===== config.mk =====
export PLATFORM = sky130hd
export DESIGN_NAME = ih_input_top
export DESIGN_NICKNAME = d
export VERILOG_FILES = /design/src/design/ih_pkg.sv /design/src/design/ih_ifaces.sv /design/src/design/ps2_button_decoder.sv /design/src/design/rom_option_capture.sv /design/src/design/joystick_router.sv /design/src/design/pll_rate_sequencer.sv /design/src/design/ih_input_top.sv
export VERILOG_INCLUDE_DIRS = /design/src /design/src/design
export SDC_FILE = /design/constraint.sdc
export NUM_CORES = 1
export LEC_CHECK = 0
export BUFFER_PORTS_ARGS = -buffer_cell sky130_fd_sc_hd__buf_2
export CAP_MARGIN = 20
export CORE_MARGIN = 1.5
export CORE_UTILIZATION = 49
export DETAILED_ROUTE_END_ITERATION = 16
export PLACE_DENSITY = 0.87
export SLEW_MARGIN = 20
export SYNTH_ARGS = -nofsm -noshare
export SYNTH_HDL_FRONTEND = slang
export SYNTH_HIERARCHICAL = 1
export SYNTH_SLANG_ARGS = --single-unit

===== constraint.sdc =====
create_clock -name CLK_49M -period 3.7 [get_ports CLK_49M]
set_clock_uncertainty 0.05 [all_clocks]
set_input_delay 0 -clock CLK_49M [delete_from_list [all_inputs] [get_ports CLK_49M]]
set_output_delay 0 -clock CLK_49M [all_outputs]
set_load 0.03 [all_outputs]

===== src/design/ih_settings.svh =====
// Input front end constants
// PS/2 scan codes, download indices, PLL management words and bus widths

`ifndef IH_SETTINGS_SVH
`define IH_SETTINGS_SVH

// PS/2 set 2 scan codes for the cabinet buttons
`define IH_KEY_START1   8'h16
`define IH_KEY_START2   8'h1E
`define IH_KEY_COIN1    8'h2E
`define IH_KEY_COIN2    8'h36
`define IH_KEY_SERVICE  8'h46
`define IH_KEY_UP       8'h75
`define IH_KEY_DOWN     8'h72
`define IH_KEY_LEFT     8'h6B
`define IH_KEY_RIGHT    8'h74
`define IH_KEY_B1       8'h14
`define IH_KEY_B2       8'h11
`define IH_KEY_B3       8'h29

// Download stream
`define IH_IDX_HEADER   8'd1
`define IH_IDX_DIP      8'd254
`define IH_DIP_BYTES    3
`define IH_ADDR_W       25

// PLL reconfiguration, management addresses and fractional words
`define IH_PLL_ADDR_MODE    6'd0
`define IH_PLL_ADDR_MFRAC   6'd7
`define IH_PLL_ADDR_START   6'd2
`define IH_PLL_FRAC_NATIVE  32'd3639383488
`define IH_PLL_FRAC_UNDER   32'd2977614927
`define IH_PLL_FRAC_BOOTLEG 32'd2748778984

// Word widths
`define IH_JOY_W        16
`define IH_PS2_W        11

`endif


===== src/design/ih_pkg.sv =====
// Input front end types
// Joystick word with its USB and DB15 decodings, player control bundle
// and the PLL rate selection

`include "ih_settings.svh"

package ih_pkg;

	// USB pad layout, bit 0 is right
	typedef struct packed {
		logic [`IH_JOY_W-12:0] spare;
		logic pause;
		logic start2;
		logic coin;
		logic start1;
		logic b3;
		logic b2;
		logic b1;
		logic up;
		logic down;
		logic left;
		logic right;
	} joy_usb_t;

	// DB15 user-port layout as delivered by the port mixer
	typedef struct packed {
		logic [`IH_JOY_W-13:0] rsv_hi;
		logic db_mode;
		logic db_start;
		logic db_select;
		logic [1:0] rsv_mid;
		// Directions and buttons, same order as USB
		logic [6:0] pad;
	} joy_db15_t;

	// Same 16 bits, two readings
	typedef union packed {
		joy_usb_t  usb;
		joy_db15_t db;
	} joy_word_u;

	// One player's controls, active high
	typedef struct packed {
		logic up;
		logic down;
		logic left;
		logic right;
		logic b1;
		logic b2;
		logic b3;
	} player_ctrl_t;

	// Applied PLL rate
	typedef enum logic [1:0] {
		RATE_NATIVE  = 2'd0,
		RATE_UNDER   = 2'd1,
		RATE_BOOTLEG = 2'd2
	} rate_sel_t;

endpackage


===== src/design/ih_ifaces.sv =====
// Input front end interfaces
// Keyboard button levels and the two players' cabinet controls

`timescale 1ns/1ps

//==========================================================================
// Keyboard buttons, held levels from the PS/2 decoder
//==========================================================================
interface kbd_if;
	logic start1;
	logic start2;
	logic coin1;
	logic coin2;
	logic service;
	logic up;
	logic down;
	logic left;
	logic right;
	logic b1;
	logic b2;
	logic b3;

	modport src (output start1, start2, coin1, coin2, service,
		output up, down, left, right, b1, b2, b3);
	modport dst (input start1, start2, coin1, coin2, service,
		input up, down, left, right, b1, b2, b3);
endinterface

//==========================================================================
// Cabinet controls, active high, inverted at the top
//==========================================================================
interface ctrl_if import ih_pkg::*; ();
	player_ctrl_t p1;
	player_ctrl_t p2;
	// Bit 0 player 1, bit 1 player 2
	logic [1:0] start;
	logic [1:0] coin;
	logic service;
	logic pause;

	modport src (output p1, p2, start, coin, service, pause);
	modport dst (input p1, p2, start, coin, service, pause);
endinterface


===== src/design/ps2_button_decoder.sv =====
// PS/2 button decoder
// Turns key make/break events into held cabinet button levels

`timescale 1ns/1ps
`include "ih_settings.svh"

module ps2_button_decoder (
	input  logic                 CLK_49M,
	input  logic                 reset,
	input  logic [`IH_PS2_W-1:0] ps2_key,
	kbd_if.src                   kbd
);

	// Bit 10 toggles per event, bit 9 is the press flag
	logic       strobe_q;
	logic       key_event;
	logic       pressed;
	logic [7:0] code;
	logic [11:0] btn_all;

	assign key_event = (strobe_q != ps2_key[10]);
	assign pressed   = ps2_key[9];
	assign code      = ps2_key[7:0];

	always_ff @(posedge CLK_49M) begin
		if (reset) begin
			strobe_q    <= 1'b0;
			kbd.start1  <= 1'b0;
			kbd.start2  <= 1'b0;
			kbd.coin1   <= 1'b0;
			kbd.coin2   <= 1'b0;
			kbd.service <= 1'b0;
			kbd.up      <= 1'b0;
			kbd.down    <= 1'b0;
			kbd.left    <= 1'b0;
			kbd.right   <= 1'b0;
			kbd.b1      <= 1'b0;
			kbd.b2      <= 1'b0;
			kbd.b3      <= 1'b0;
		end else begin
			strobe_q <= ps2_key[10];
			if (key_event) begin
				case (code)
					// Keys 1, 2, 5, 6, 9
					`IH_KEY_START1:  kbd.start1  <= pressed;
					`IH_KEY_START2:  kbd.start2  <= pressed;
					`IH_KEY_COIN1:   kbd.coin1   <= pressed;
					`IH_KEY_COIN2:   kbd.coin2   <= pressed;
					`IH_KEY_SERVICE: kbd.service <= pressed;
					// Cursor keys
					`IH_KEY_UP:      kbd.up      <= pressed;
					`IH_KEY_DOWN:    kbd.down    <= pressed;
					`IH_KEY_LEFT:    kbd.left    <= pressed;
					`IH_KEY_RIGHT:   kbd.right   <= pressed;
					// Ctrl, alt, space
					`IH_KEY_B1:      kbd.b1      <= pressed;
					`IH_KEY_B2:      kbd.b2      <= pressed;
					`IH_KEY_B3:      kbd.b3      <= pressed;
					// Anything else leaves the levels alone
					default: ;
				endcase
			end
		end
	end

	assign btn_all = {kbd.start1, kbd.start2, kbd.coin1, kbd.coin2, kbd.service,
		kbd.up, kbd.down, kbd.left, kbd.right, kbd.b1, kbd.b2, kbd.b3};

	// Levels only move on a strobe edge
	a_no_spurious_level: assert property (@(posedge CLK_49M) disable iff (reset)
		!key_event |=> $stable(btn_all));

endmodule


===== src/design/rom_option_capture.sv =====
// ROM option capture
// Picks the bootleg and Japan flags from the ROM header and keeps the
// DIP switch bytes sent in the download stream

`timescale 1ns/1ps
`include "ih_settings.svh"

module rom_option_capture (
	input  logic                        CLK_49M,
	input  logic                        reset,
	input  logic                        ioctl_wr,
	input  logic [7:0]                  ioctl_index,
	input  logic [`IH_ADDR_W-1:0]       ioctl_addr,
	input  logic [7:0]                  ioctl_dout,
	output logic [1:0]                  is_bootleg,
	output logic                        is_japan,
	output logic [8*`IH_DIP_BYTES-1:0]  dip_bytes
);

	// Stored as written, the top inverts to active low
	logic [7:0] dip_q [`IH_DIP_BYTES];
	logic       hdr_wr;
	logic       dip_wr;

	// Header flags live in the first byte of index 1
	assign hdr_wr = ioctl_wr && (ioctl_index == `IH_IDX_HEADER) && (ioctl_addr == '0);

	// Only the low three DIP bytes are kept
	assign dip_wr = ioctl_wr && (ioctl_index == `IH_IDX_DIP)
		&& (ioctl_addr[`IH_ADDR_W-1:3] == '0)
		&& (ioctl_addr[2:0] < 3'(`IH_DIP_BYTES));

	always_ff @(posedge CLK_49M) begin
		if (reset) begin
			is_bootleg <= 2'b00;
			is_japan   <= 1'b0;
			for (int i = 0; i < `IH_DIP_BYTES; i++) begin
				dip_q[i] <= 8'h00;
			end
		end else begin
			if (hdr_wr) begin
				// Bits 1:0 board variant, bit 4 Japanese set
				is_bootleg <= ioctl_dout[1:0];
				is_japan   <= ioctl_dout[4];
			end
			if (dip_wr) begin
				dip_q[ioctl_addr[1:0]] <= ioctl_dout;
			end
		end
	end

	// Byte 0 lands lowest
	for (genvar i = 0; i < `IH_DIP_BYTES; i++) begin : g_pack
		assign dip_bytes[8*i +: 8] = dip_q[i];
	end

endmodule


===== src/design/joystick_router.sv =====
// Joystick router
// Chooses USB or DB15 pads per player, remaps DB15 words, merges in the
// keyboard and applies the Japanese button 3 swap

`timescale 1ns/1ps

module joystick_router import ih_pkg::*; (
	input  logic      CLK_49M,
	input  logic      reset,
	input  joy_word_u joy_usb_0,
	input  joy_word_u joy_usb_1,
	input  joy_word_u joydb_1,
	input  joy_word_u joydb_2,
	input  logic      joydb_1ena,
	input  logic      joydb_2ena,
	input  logic      is_japan,
	kbd_if.dst        kbd,
	ctrl_if.src       ctrl
);

	joy_word_u    pad0;
	joy_word_u    pad1;
	joy_word_u    pads_or;
	player_ctrl_t kbd_pc;
	player_ctrl_t p1_next;
	player_ctrl_t p2_next;

	// DB15 to USB layout
	// swap_start picks which DB15 key acts as start 1
	function automatic joy_word_u db15_remap(input joy_word_u raw, input logic swap_start);
		joy_word_u m;
		m = '0;
		m.db.pad     = raw.db.pad;
		// Mode, or start held with button 2, drops a coin
		m.usb.coin   = raw.db.db_mode | (raw.db.db_start & raw.db.pad[5]);
		m.usb.start1 = swap_start ? raw.db.db_select : raw.db.db_start;
		m.usb.start2 = swap_start ? raw.db.db_start : raw.db.db_select;
		return m;
	endfunction

	// Player bits of a pad word, with b3 given from outside
	function automatic player_ctrl_t pad_ctrl(input joy_word_u w, input logic b3);
		player_ctrl_t c;
		c.up    = w.usb.up;
		c.down  = w.usb.down;
		c.left  = w.usb.left;
		c.right = w.usb.right;
		c.b1    = w.usb.b1;
		c.b2    = w.usb.b2;
		c.b3    = b3;
		return c;
	endfunction

	//======================================================================
	// Source selection
	//======================================================================
	// With only DB15 port 1 in use, USB pad 0 moves to player 2
	assign pad0 = joydb_1ena ? db15_remap(joydb_1, 1'b0) : joy_usb_0;
	assign pad1 = joydb_2ena ? db15_remap(joydb_2, 1'b1)
		: (joydb_1ena ? joy_usb_0 : joy_usb_1);
	assign pads_or = pad0 | pad1;

	// Keyboard drives both players
	assign kbd_pc = '{up: kbd.up, down: kbd.down, left: kbd.left, right: kbd.right,
		b1: kbd.b1, b2: kbd.b2, b3: kbd.b3};

	// Japanese set reads button 3 from the other player's pad
	assign p1_next = kbd_pc | pad_ctrl(pad0, is_japan ? pad1.usb.b3 : pad0.usb.b3);
	assign p2_next = kbd_pc | pad_ctrl(pad1, is_japan ? pad0.usb.b3 : pad1.usb.b3);

	//======================================================================
	// Output register
	//======================================================================
	always_ff @(posedge CLK_49M) begin
		if (reset) begin
			ctrl.p1      <= '0;
			ctrl.p2      <= '0;
			ctrl.start   <= 2'b00;
			ctrl.coin    <= 2'b00;
			ctrl.service <= 1'b0;
			ctrl.pause   <= 1'b0;
		end else begin
			ctrl.p1    <= p1_next;
			ctrl.p2    <= p2_next;
			ctrl.start <= {kbd.start2 | pads_or.usb.start2, kbd.start1 | pads_or.usb.start1};
			// Coin 2 is keyboard only
			ctrl.coin  <= {kbd.coin2, kbd.coin1 | pads_or.usb.coin};
			ctrl.service <= kbd.service;
			ctrl.pause   <= pads_or.usb.pause;
		end
	end

endmodule


===== src/design/pll_rate_sequencer.sv =====
// PLL rate sequencer
// Watches the underclock and bootleg settings and rewrites the PLL
// fractional divider through three management writes

`timescale 1ns/1ps
`include "ih_settings.svh"

module pll_rate_sequencer import ih_pkg::*; (
	input  logic        CLK_49M,
	input  logic        reset,
	input  logic        underclock,
	input  logic [1:0]  is_bootleg,
	input  logic        cfg_waitrequest,
	output logic        cfg_write,
	output logic [5:0]  cfg_address,
	output logic [31:0] cfg_data
);

	// Two-stage filters for both rate inputs
	logic       uc_s1;
	logic       uc_s2;
	logic       bl_s1;
	logic       bl_s2;
	// Last values written to the PLL
	logic       uc_r;
	logic       bl_r;
	logic       uc_change;
	logic       bl_change;
	logic       restart;
	logic [2:0] step;
	rate_sel_t  applied_sel;
	logic [31:0] frac_word;
	logic        wr_now;
	logic [5:0]  wr_addr;
	logic [31:0] wr_data;

	assign uc_change = (uc_s2 == uc_s1) && (uc_s2 != uc_r);
	assign bl_change = (bl_s2 == bl_s1) && (bl_s2 != bl_r);
	assign restart   = uc_change || bl_change;

	// Bootleg board wins over underclock
	assign applied_sel = bl_r ? RATE_BOOTLEG : (uc_r ? RATE_UNDER : RATE_NATIVE);

	always_comb begin
		case (applied_sel)
			RATE_BOOTLEG: frac_word = `IH_PLL_FRAC_BOOTLEG;
			RATE_UNDER:   frac_word = `IH_PLL_FRAC_UNDER;
			default:      frac_word = `IH_PLL_FRAC_NATIVE;
		endcase
	end

	//======================================================================
	// Write schedule on steps 1, 5 and 7 of the count
	//======================================================================
	always_comb begin
		wr_now  = 1'b0;
		wr_addr = `IH_PLL_ADDR_MODE;
		wr_data = 32'd0;
		if (!restart && !cfg_waitrequest) begin
			case (step)
				3'd1: wr_now = 1'b1;
				3'd5: begin
					wr_now  = 1'b1;
					wr_addr = `IH_PLL_ADDR_MFRAC;
					wr_data = frac_word;
				end
				3'd7: begin
					wr_now  = 1'b1;
					wr_addr = `IH_PLL_ADDR_START;
				end
				default: ;
			endcase
		end
	end

	always_ff @(posedge CLK_49M) begin
		if (reset) begin
			uc_s1     <= 1'b0;
			uc_s2     <= 1'b0;
			bl_s1     <= 1'b0;
			bl_s2     <= 1'b0;
			uc_r      <= 1'b0;
			bl_r      <= 1'b0;
			step      <= 3'd0;
			cfg_write <= 1'b0;
		end else begin
			uc_s1 <= underclock;
			uc_s2 <= uc_s1;
			bl_s1 <= (is_bootleg == 2'b10);
			bl_s2 <= bl_s1;
			if (uc_change) uc_r <= uc_s2;
			if (bl_change) bl_r <= bl_s2;
			cfg_write <= wr_now;
			// A new change starts over from the mode word
			if (restart)
				step <= 3'd1;
			else if (!cfg_waitrequest && step != 3'd0)
				step <= step + 3'd1;
		end
	end

	// Address and data held from the last write
	always_ff @(posedge CLK_49M) begin
		if (reset) begin
			cfg_address <= `IH_PLL_ADDR_MODE;
			cfg_data    <= 32'd0;
		end else if (wr_now) begin
			cfg_address <= wr_addr;
			cfg_data    <= wr_data;
		end
	end

	// Writes go to known registers
	a_cfg_addr: assert property (@(posedge CLK_49M) disable iff (reset)
		cfg_write |-> (cfg_address inside {`IH_PLL_ADDR_MODE, `IH_PLL_ADDR_MFRAC,
			`IH_PLL_ADDR_START}));

endmodule


===== src/design/ih_input_top.sv =====
// Iron Horse input front end
// Keyboard, joystick routing, ROM options and PLL rate control
// presented as active-low cabinet signals

`timescale 1ns/1ps
`include "ih_settings.svh"

module ih_input_top (
	input  logic                        CLK_49M,
	input  logic                        reset,
	// Keyboard and pads
	input  logic [`IH_PS2_W-1:0]        ps2_key,
	input  logic [`IH_JOY_W-1:0]        joy_usb_0,
	input  logic [`IH_JOY_W-1:0]        joy_usb_1,
	input  logic [`IH_JOY_W-1:0]        joydb_1,
	input  logic [`IH_JOY_W-1:0]        joydb_2,
	input  logic                        joydb_1ena,
	input  logic                        joydb_2ena,
	// Download stream
	input  logic                        ioctl_wr,
	input  logic [7:0]                  ioctl_index,
	input  logic [`IH_ADDR_W-1:0]       ioctl_addr,
	input  logic [7:0]                  ioctl_dout,
	// PLL management
	input  logic                        underclock,
	input  logic                        cfg_waitrequest,
	output logic                        cfg_write,
	output logic [5:0]                  cfg_address,
	output logic [31:0]                 cfg_data,
	// Cabinet side, active low
	output logic [3:0]                  p1_joystick,
	output logic [3:0]                  p2_joystick,
	output logic [2:0]                  p1_buttons,
	output logic [2:0]                  p2_buttons,
	output logic [1:0]                  btn_start,
	output logic [1:0]                  coin,
	output logic                        btn_service,
	output logic                        pause_request,
	output logic [8*`IH_DIP_BYTES-1:0]  dipsw,
	output logic [1:0]                  is_bootleg
);

	logic                       is_japan;
	logic [8*`IH_DIP_BYTES-1:0] dip_bytes;

	kbd_if  kbd_bus ();
	ctrl_if ctrl_bus ();

	//======================================================================
	// Input side
	//======================================================================
	ps2_button_decoder u_kbd (
		.CLK_49M (CLK_49M),
		.reset   (reset),
		.ps2_key (ps2_key),
		.kbd     (kbd_bus.src)
	);

	rom_option_capture u_opts (
		.CLK_49M     (CLK_49M),
		.reset       (reset),
		.ioctl_wr    (ioctl_wr),
		.ioctl_index (ioctl_index),
		.ioctl_addr  (ioctl_addr),
		.ioctl_dout  (ioctl_dout),
		.is_bootleg  (is_bootleg),
		.is_japan    (is_japan),
		.dip_bytes   (dip_bytes)
	);

	// Pad selection and merge
	joystick_router u_router (
		.CLK_49M    (CLK_49M),
		.reset      (reset),
		.joy_usb_0  (joy_usb_0),
		.joy_usb_1  (joy_usb_1),
		.joydb_1    (joydb_1),
		.joydb_2    (joydb_2),
		.joydb_1ena (joydb_1ena),
		.joydb_2ena (joydb_2ena),
		.is_japan   (is_japan),
		.kbd        (kbd_bus.dst),
		.ctrl       (ctrl_bus.src)
	);

	pll_rate_sequencer u_pll_seq (
		.CLK_49M         (CLK_49M),
		.reset           (reset),
		.underclock      (underclock),
		.is_bootleg      (is_bootleg),
		.cfg_waitrequest (cfg_waitrequest),
		.cfg_write       (cfg_write),
		.cfg_address     (cfg_address),
		.cfg_data        (cfg_data)
	);

	//======================================================================
	// Cabinet outputs
	//======================================================================
	// Joystick order is down, up, right, left
	assign p1_joystick = ~{ctrl_bus.p1.down, ctrl_bus.p1.up, ctrl_bus.p1.right, ctrl_bus.p1.left};
	assign p2_joystick = ~{ctrl_bus.p2.down, ctrl_bus.p2.up, ctrl_bus.p2.right, ctrl_bus.p2.left};
	assign p1_buttons  = ~{ctrl_bus.p1.b3, ctrl_bus.p1.b2, ctrl_bus.p1.b1};
	assign p2_buttons  = ~{ctrl_bus.p2.b3, ctrl_bus.p2.b2, ctrl_bus.p2.b1};
	assign btn_start   = ~ctrl_bus.start;
	assign coin        = ~ctrl_bus.coin;
	assign btn_service = ~ctrl_bus.service;
	// Pause stays active high
	assign pause_request = ctrl_bus.pause;
	// DIP switches are active low on the board
	assign dipsw = ~dip_bytes;

endmodule


==> impl_metrics.toml, run 1 <==
[global_routing]
grt_max_degree = 58
grt_util_all_layers_pct = 23.36
grt_antenna_before_repair = 0
grt_pass1_wl_mm = 16.02
grt-ovfl-total = 0
first_global_vias = 3543

[setup_path]
critical_path_arrival_ps = 2010
required_ps = 3880
worst_path_max_delay_cell = "dlygate4sd3_1"
cp_max_fo = 1
path_cells = "dlygate4sd3_1, buf_2, mux2i_1, dlygate4sd3_1, a31oi_1, dlygate4sd3_1"
cp-start-kind = "input port"
endpoint_kind = "register"
critPathMostFrequentCell = "dlygate4sd3_1"
critPathMaxStageDelay_ps = 580
path_class = "input port to register"

[layout]
stdcell_area_um2 = 5406
drive_above_1_share_pct = 35.97
nets = 729
area_delta_synth_final_pct = 34.61
multiInputGateArea_um2 = 1748
regArea_um2 = 1822
nFillCells = 608
n_antenna_cell = 0

[die]
io_pins = 208
initial_utilization_pct = 51.18
coreArea_um2 = 7848
die_area_um2 = 8749
rows = 32
fp.dieH_um = 93.54
die_width_um = 93.54

[route]
viasPerCell = 5.164
dr_total_vias = 3656
ant_nets = 0
avgRoutedWirePerCell_um = 14.34
drcViolationCount = 0
drt_iter0_drc = 128
drt-total-wl_mm = 10.15
drtPass1Iterations = 4

[logic_synthesis]
ys_seq_area_share_pct = 45.36
postSynthCellCount = 406
synth_area_um2 = 4016
synth_warnings = 6
synth-async-reset-ratio_pct = 0
synth_top_flop_cell = "dfxtp_1"
synth.distinct_cells = 60
synth-seq-cells = 79
syn_area_per_cell_um2 = 9.892
synth_edf_count = 24

[sta]
setup_slack_ps = 1868
fin_tns_setup_ps = 0
slew_headroom_pct = 47.60
setup_viol = 0
finalHoldViolations = 0
fin_crit_ps = 1832
hold_slack_ps = 16.57
finalCritPeriodShare_pct = 49.53
fmax_mhz = 545.7
tightestPinTransition_ps = 783.3
rsz0062_at_grt = "false"
slew_viol_final = 0

[cts]
cts_buffer_depth = 2
cts_tree = "yes"
cts_root_buf = "clkbuf_8"
path_clk_slew_ps = 80
cts_sinks = 79
cts_resized = 0
cts_max_level = 3
cts_buffers = 9
clkLatencyLatePin_ps = 330

[place]
pre_cts_ws_ps = 1572
dp.final_hpwl_mm = 6.966
place_area_um2 = 4778
portBuffers = 177
place.gp.congestion = 0.9101

[hold_path]
hold_path_class = "input port to register"

[run]
cap_violations = 0

[power_and_ir_drop]
leakagePower_uw = 0.002492
vdd_ir_drop_max_mv = 0.1975
power_density_nw_per_um2 = 367.7

[outcome]
status = "completed"
==> logic make-up after synthesis <==
family / count (synthesis) / synth area share [%]
other: 1 / 0.09337
and+or+nand+nor: 154 / 26.63
muxes: 11 / 2.897
xor gates and xnor gates: 2 / 0.4362
buffers and inverters: 90 / 11.68
adders and majority gates: 5 / 1.558
AOI/OAI and AO/OA: 64 / 11.34
DFF: 79 / 45.36
==> repair_timing <==
action	in CTS	in global routing
hold buffers	40	0
endpoints found under the hold margin	45	0
setup buffers	0	0
setup endpoints to repair	0	0
==> flip-flops by register name (all words and copies together), names as in the netlist, 2 cells and up <==
signal / cells
u_router/ctrl.start: 2
u_opts/is_bootleg: 2
u_pll_seq/cfg_address: 2
u_pll_seq/step: 3
u_router/ctrl.coin: 2
u_router/ctrl.p2: 7
u_pll_seq/cfg_data: 7
u_router/ctrl.p1: 7
u_opts/dip_q: 24
==> through the flow <==
step | std cells | utilization [%] | total power [µW]
6_report | 708 | 68.89 | 1988
5_1_grt | 708 | 68.89 | 2068
4_1_cts | 708 | 68.89 | 1991
3_5_place_dp | 652 | 60.89 | 1238
3_3_place_gp | 652 | 60.89 | 1228
2_1_floorplan | 412 | - | 1127
==> synth_stat cells (all sizes together) (2+ instances only) <==
master / instances / area share, %
a21oi: 17 / 2.2
and4b: 6 / 1.5
a31oi: 3 / 0.47
a22o: 4 / 0.97
clkbuf: 5 / 0.47
o21a: 2 / 0.41
o211ai: 2 / 0.37
nand3: 7 / 0.87
nor4: 10 / 2.8
o22ai: 2 / 0.47
o21bai: 3 / 0.56
nand2b: 14 / 2.2
nor2b: 24 / 3.7
a21o: 3 / 0.62
inv: 50 / 4.7
o21ai: 9 / 1.1
nor3b: 9 / 1.7
buf: 35 / 6.5
a2111oi: 6 / 1.3
mux2: 2 / 0.65
nand2: 4 / 0.37
mux2i: 9 / 2.2
nand4: 7 / 1.4
or2: 4 / 0.62
dfxtp: 55 / 27
nor2: 17 / 1.6
nand3b: 10 / 1.9
edfxtp: 24 / 18
a211oi: 7 / 1.4
and2: 22 / 3.4
nor3: 10 / 1.4
ha: 5 / 1.6
nor4b: 7 / 2.4
o2bb2ai: 2 / 0.44
==> worst max-delay path: cells and delay by family <==
kind,cells,cell delay (ps)
muxes,1,140
buffers and inverters,4,1800
AOI/OAI and AO/OA,1,80
==> area by class of cell <==
cell class                      instances  share of cell area [%]
Clock inverter                          7                   1.921
Sequential cell                        79                   33.70
Tap cell                              102                   2.361
Clock buffer                            9                   2.291
Multi-Input combinational cell        243                   32.33
Inverter                               50                   3.471
Timing Repair Buffer                  218                   23.93
==> path summary, 6_finish.rpt <==
check                                                      endpoint  depth (start not counted)  slack, ps                         startpoint
worst max-delay path              u_router/ctrl.start[1]$_SDFF_PP0_                          6       1870                         joydb_1[9]
worst min-delay path                 u_router/ctrl.pause$_SDFF_PP0_                          4         20                      joy_usb_1[10]
worst max register to register  u_pll_seq/cfg_data[23]$_SDFFE_PP0P_                          5       2020     u_pll_seq/step[0]$_SDFFE_PP0P_
worst min register to register           u_pll_seq/bl_s1$_SDFF_PP0_                          1        410  u_opts/is_bootleg[0]$_SDFFE_PP0P_
==> metal layers <==
| layer | up-vias | global-route usage, % | wire length [µm] |
|---|---|---|---|
| met4 | 0 | 8.831 | 235 |
| met2 | 165 | 43.12 | 5333 |
| met1 | 1696 | 25.81 | 3953 |
| li1 | 1769 | - | - |
| met3 | 26 | 5.366 | 631 |
| met5 | - | 0 | 0 |
==> power by group <==
part	switching, µW	internal (µW)
sequential	12.5	922
combinational	191	138
clock	336	389
==> cells in the final DEF (no fill, tap or decap), drive strengths merged, types with 9 or more instances in the layout <==
cell type and count:
nor2b 24, a21oi 17, nand3b 10, dfxtp 55, clkbuf 9, nor3 10, dlygate4sd3 40, inv 53
nor2 17, and2 22, nor3b 9, buf 178, nand2b 14, nor4 10, edfxtp 24, mux2i 9
o21ai 9
No activity file was read; power rests on OpenSTA's default activity.
==> run 2: changes to the inputs <==
ABC_AREA = 1   (was unset)
CORE_UTILIZATION = 43   (was 49)
PLACE_DENSITY = 0.79   (was 0.87)
clock period = 1.65 ns   (was 3.7 ns; I/O delays follow)
==> run 2 against run 1 <==
Clock power is 100% higher. Combinational power up 140%. Global-route usage shrank 2.7 points. Worst setup slack worse by 1600 ps. Highest routed layer unchanged. Non-clock buffer count grew 11. Design area rose by 9.0%. Final cell count up 37%. Critical path type is now register to register. Sequential share of layout area shrank 2.8 points.
==> impl_metrics.toml, run 2 <==
[logic_synthesis]
synth_area_um2 = 4446
synth_top_flop_cell = "dfxtp_1"
syn_area_per_cell_um2 = 7.090
ys_top_cells_by_area = "dfxtp_1 (25%), edfxtp_1 (16%), nand2_1 (11%), inv_1 (9.9%), nor2_1 (9.5%)"
synth_most_common_cell = "nand2_1"
synth_top_family_by_area = "simple AND/OR/NAND/NOR gates"
synth_xor_area_share_pct = 0.1970
synth-simple-area-share_pct = 31.61
synth-seq-cells = 79
synth_adder_area_share_pct = 1.407
postSynthCellCount = 627
synth_compound_area_share_pct = 7.543
synth_commonest_cells = "nand2_1 (126), inv_1 (117), nor2_1 (113)"
synth_edf_count = 24
synth-async-reset-ratio_pct = 0
synth_top_area_cell = "dfxtp_1"
netlist.area_leader.share_pct = 24.77
synth_warnings = 6
synth_mux_area_share_pct = 0
ys_seq_area_share_pct = 40.98
synth.distinct_cells = 37

[cts]
cts_max_level = 3
cts_root_buf = "clkbuf_8"
cts_tree = "yes"
clkLatencyLatePin_ps = 340
postCtsSetupBuffers = 0
path_clk_slew_ps = 90
cts_buffers = 9
cts_sinks = 79
cts_resized = 0
cts_buffer_depth = 2

[route]
drcViolationCount = 0
avgRoutedWirePerCell_um = 11.46
ant_nets = 0
dr_total_vias = 4405
viasPerCell = 4.551
drt_iter0_drc = 183
drtPass1Iterations = 7
drt-total-wl_mm = 11.10

[setup_path]
worst_path_max_delay_cell = "dfxtp_1"
reg2reg_from = "u_pll_seq/step[0]$_SDFFE_PP0P_"
r2r_slack_ps = 220
required_ps = 1820
path_class = "register to register"
cp_max_fo = 9
cp-start-kind = "register"
critPathMaxStageDelay_ps = 420
r2r_cells = 6
worstReg2RegEnd = "u_pll_seq/cfg_data[30]$_SDFFE_PP0P_"
endpoint_kind = "register"
cp_top_family = "simple AND/OR/NAND/NOR gates"
path_cells = "ha_1, nand2_1, nand3_1, nand4_2, nand2_1, a21oi_1"
crit_cells = 6
critPathMostFrequentCell = "nand2_1"
critical_path_arrival_ps = 1600
crit_buf_inv = 0

[sta]
setup_viol = 0
fmax_mhz = 699.8
finalHoldViolations = 0
fin_tns_setup_ps = 0
fin_crit_ps = 1429
rsz0062_at_grt = "false"
finalCritPeriodShare_pct = 86.61
slew_viol_final = 0

[global_routing]
grt_pass1_wl_mm = 18.48
grt_max_degree = 35
first_global_vias = 4246
grt-ovfl-total = 0
grt_util_all_layers_pct = 20.62
grt_antenna_before_repair = 0

[layout]
stdcell_area_um2 = 5896
drive_above_1_share_pct = 28.74
final_cells = 968
n_antenna_cell = 0
largest_reg_flops = 24
nets = 958
area_delta_synth_final_pct = 32.62
fin_util_pct = 59.49
regMostFlops = "u_opts/dip_q"
mostFrequentLayoutCell = "buf_2"
mostFrequentLayoutCells = "buf_2 (177), nand2_1 (126), inv_1 (117)"

[die]
rows = 36
die_area_um2 = 10960
io_pins = 208
coreArea_um2 = 9910
die_width_um = 104.7
initial_utilization_pct = 44.86
fp.dieH_um = 104.7

[place]
place.gp.congestion = 0.9443
dp.final_hpwl_mm = 7.917
post-place-cells = 906
portBuffers = 177
place_area_um2 = 5234

[hold_path]
min-delay-start = "joy_usb_0[3]"
whs_path_depth = 5
hold_path_class = "input port to register"
min_to = "u_router/ctrl.p1[6]$_SDFF_PP0_"

[power_and_ir_drop]
leakagePower_uw = 0.003045
vdd_ir_drop_max_mv = 0.3623
power_density_nw_per_um2 = 736.1

[run]
cap_violations = 0

[outcome]
status = "completed"
## run 2: cell types whose count changed in the layout (fill, tap and decap cells not counted), moves of 16 or more
cell / delta
nand2_1: +122
nor2_1: +96
inv_1: +67
nand3_1: +28
nor2b_1: -24
and2_1: -22
a21oi_1: +16
o21ai_0: +16
## run 2: kinds of logic (layout without fill, tap and decap cells)
family | after synthesis | after routing
compound gates | 60 | 60
fa+ha+maj | 5 | 5
flops | 79 | 79
buf+inv | 170 | 372
simple gates | 311 | 311
other cells | 1 | 7
xor+xnor | 1 | 1
## run 2: timing repair
item | 4_1_cts | 5_1_grt
setup endpoints to repair | 0 | 0
hold buffers | 46 | 0
hold endpoints to repair | 55 | 0
## run 2: worst max path at each step
stage,startpoint,end,slack (ps)
2_1_floorplan,u_pll_seq/step[0]$_SDFFE_PP0P_,u_pll_seq/cfg_data[29]$_SDFFE_PP0P_,290
3_3_place_gp,reset,u_opts/dip_q[1][2]$_SDFFCE_PN0P_,130
3_5_place_dp,reset,u_opts/dip_q[1][7]$_SDFFCE_PN0P_,100
4_1_cts,u_pll_seq/step[0]$_SDFFE_PP0P_,u_pll_seq/cfg_data[30]$_SDFFE_PP0P_,190
5_1_grt,u_pll_seq/step[0]$_SDFFE_PP0P_,u_pll_seq/cfg_data[30]$_SDFFE_PP0P_,50
6_report,u_pll_seq/step[0]$_SDFFE_PP0P_,u_pll_seq/cfg_data[30]$_SDFFE_PP0P_,220
## run 2: tightest hold or removal path: stages
cell and delay (ps):
buf_2 80, inv_1 40, o21ai_0 150, o21ai_0 70, inv_1 50
## run 2: cell type report
type / instances / area (µm²)
Fill cell: 927 / 4014
Clock inverter: 7 / 77.57
Inverter: 127 / 476.7
Sequential cell: 79 / 1822
Timing Repair Buffer: 229 / 1391
Clock buffer: 9 / 123.9
Multi-Input combinational cell: 384 / 1838
Tap cell: 133 / 166.4
## run 2: metal layers
layer | vias up | routed length, µm | global-route usage, %
met5 | - | 0 | 0
met4 | 0 | 243 | 7.730
met3 | 22 | 656 | 3.930
met2 | 163 | 5595 | 38.25
met1 | 1946 | 4600 | 23.25
li1 | 2274 | - | -
## run 2: report_power, final
part	leakage (µW)	switching, µW	total [µW]	internal [µW]
logic	0.00227	481	785	304
clock network	0.0000982	751	1470	715
registers	0.000677	23.6	2090	2060
## run 2: stage by stage
stage / power (µW) / setup slack (ps) / hold WS, ps
6_report: 4340 / 221.0 / 14.04
5_1_grt: 4532 / 52.92 / 15.78
4_1_cts: 4370 / 192.9 / 3.108
3_5_place_dp: 2816 / 96.94 / 165.1
3_3_place_gp: 2808 / 128.9 / 158.6
2_1_floorplan: 2579 / 294.4 / 19.07
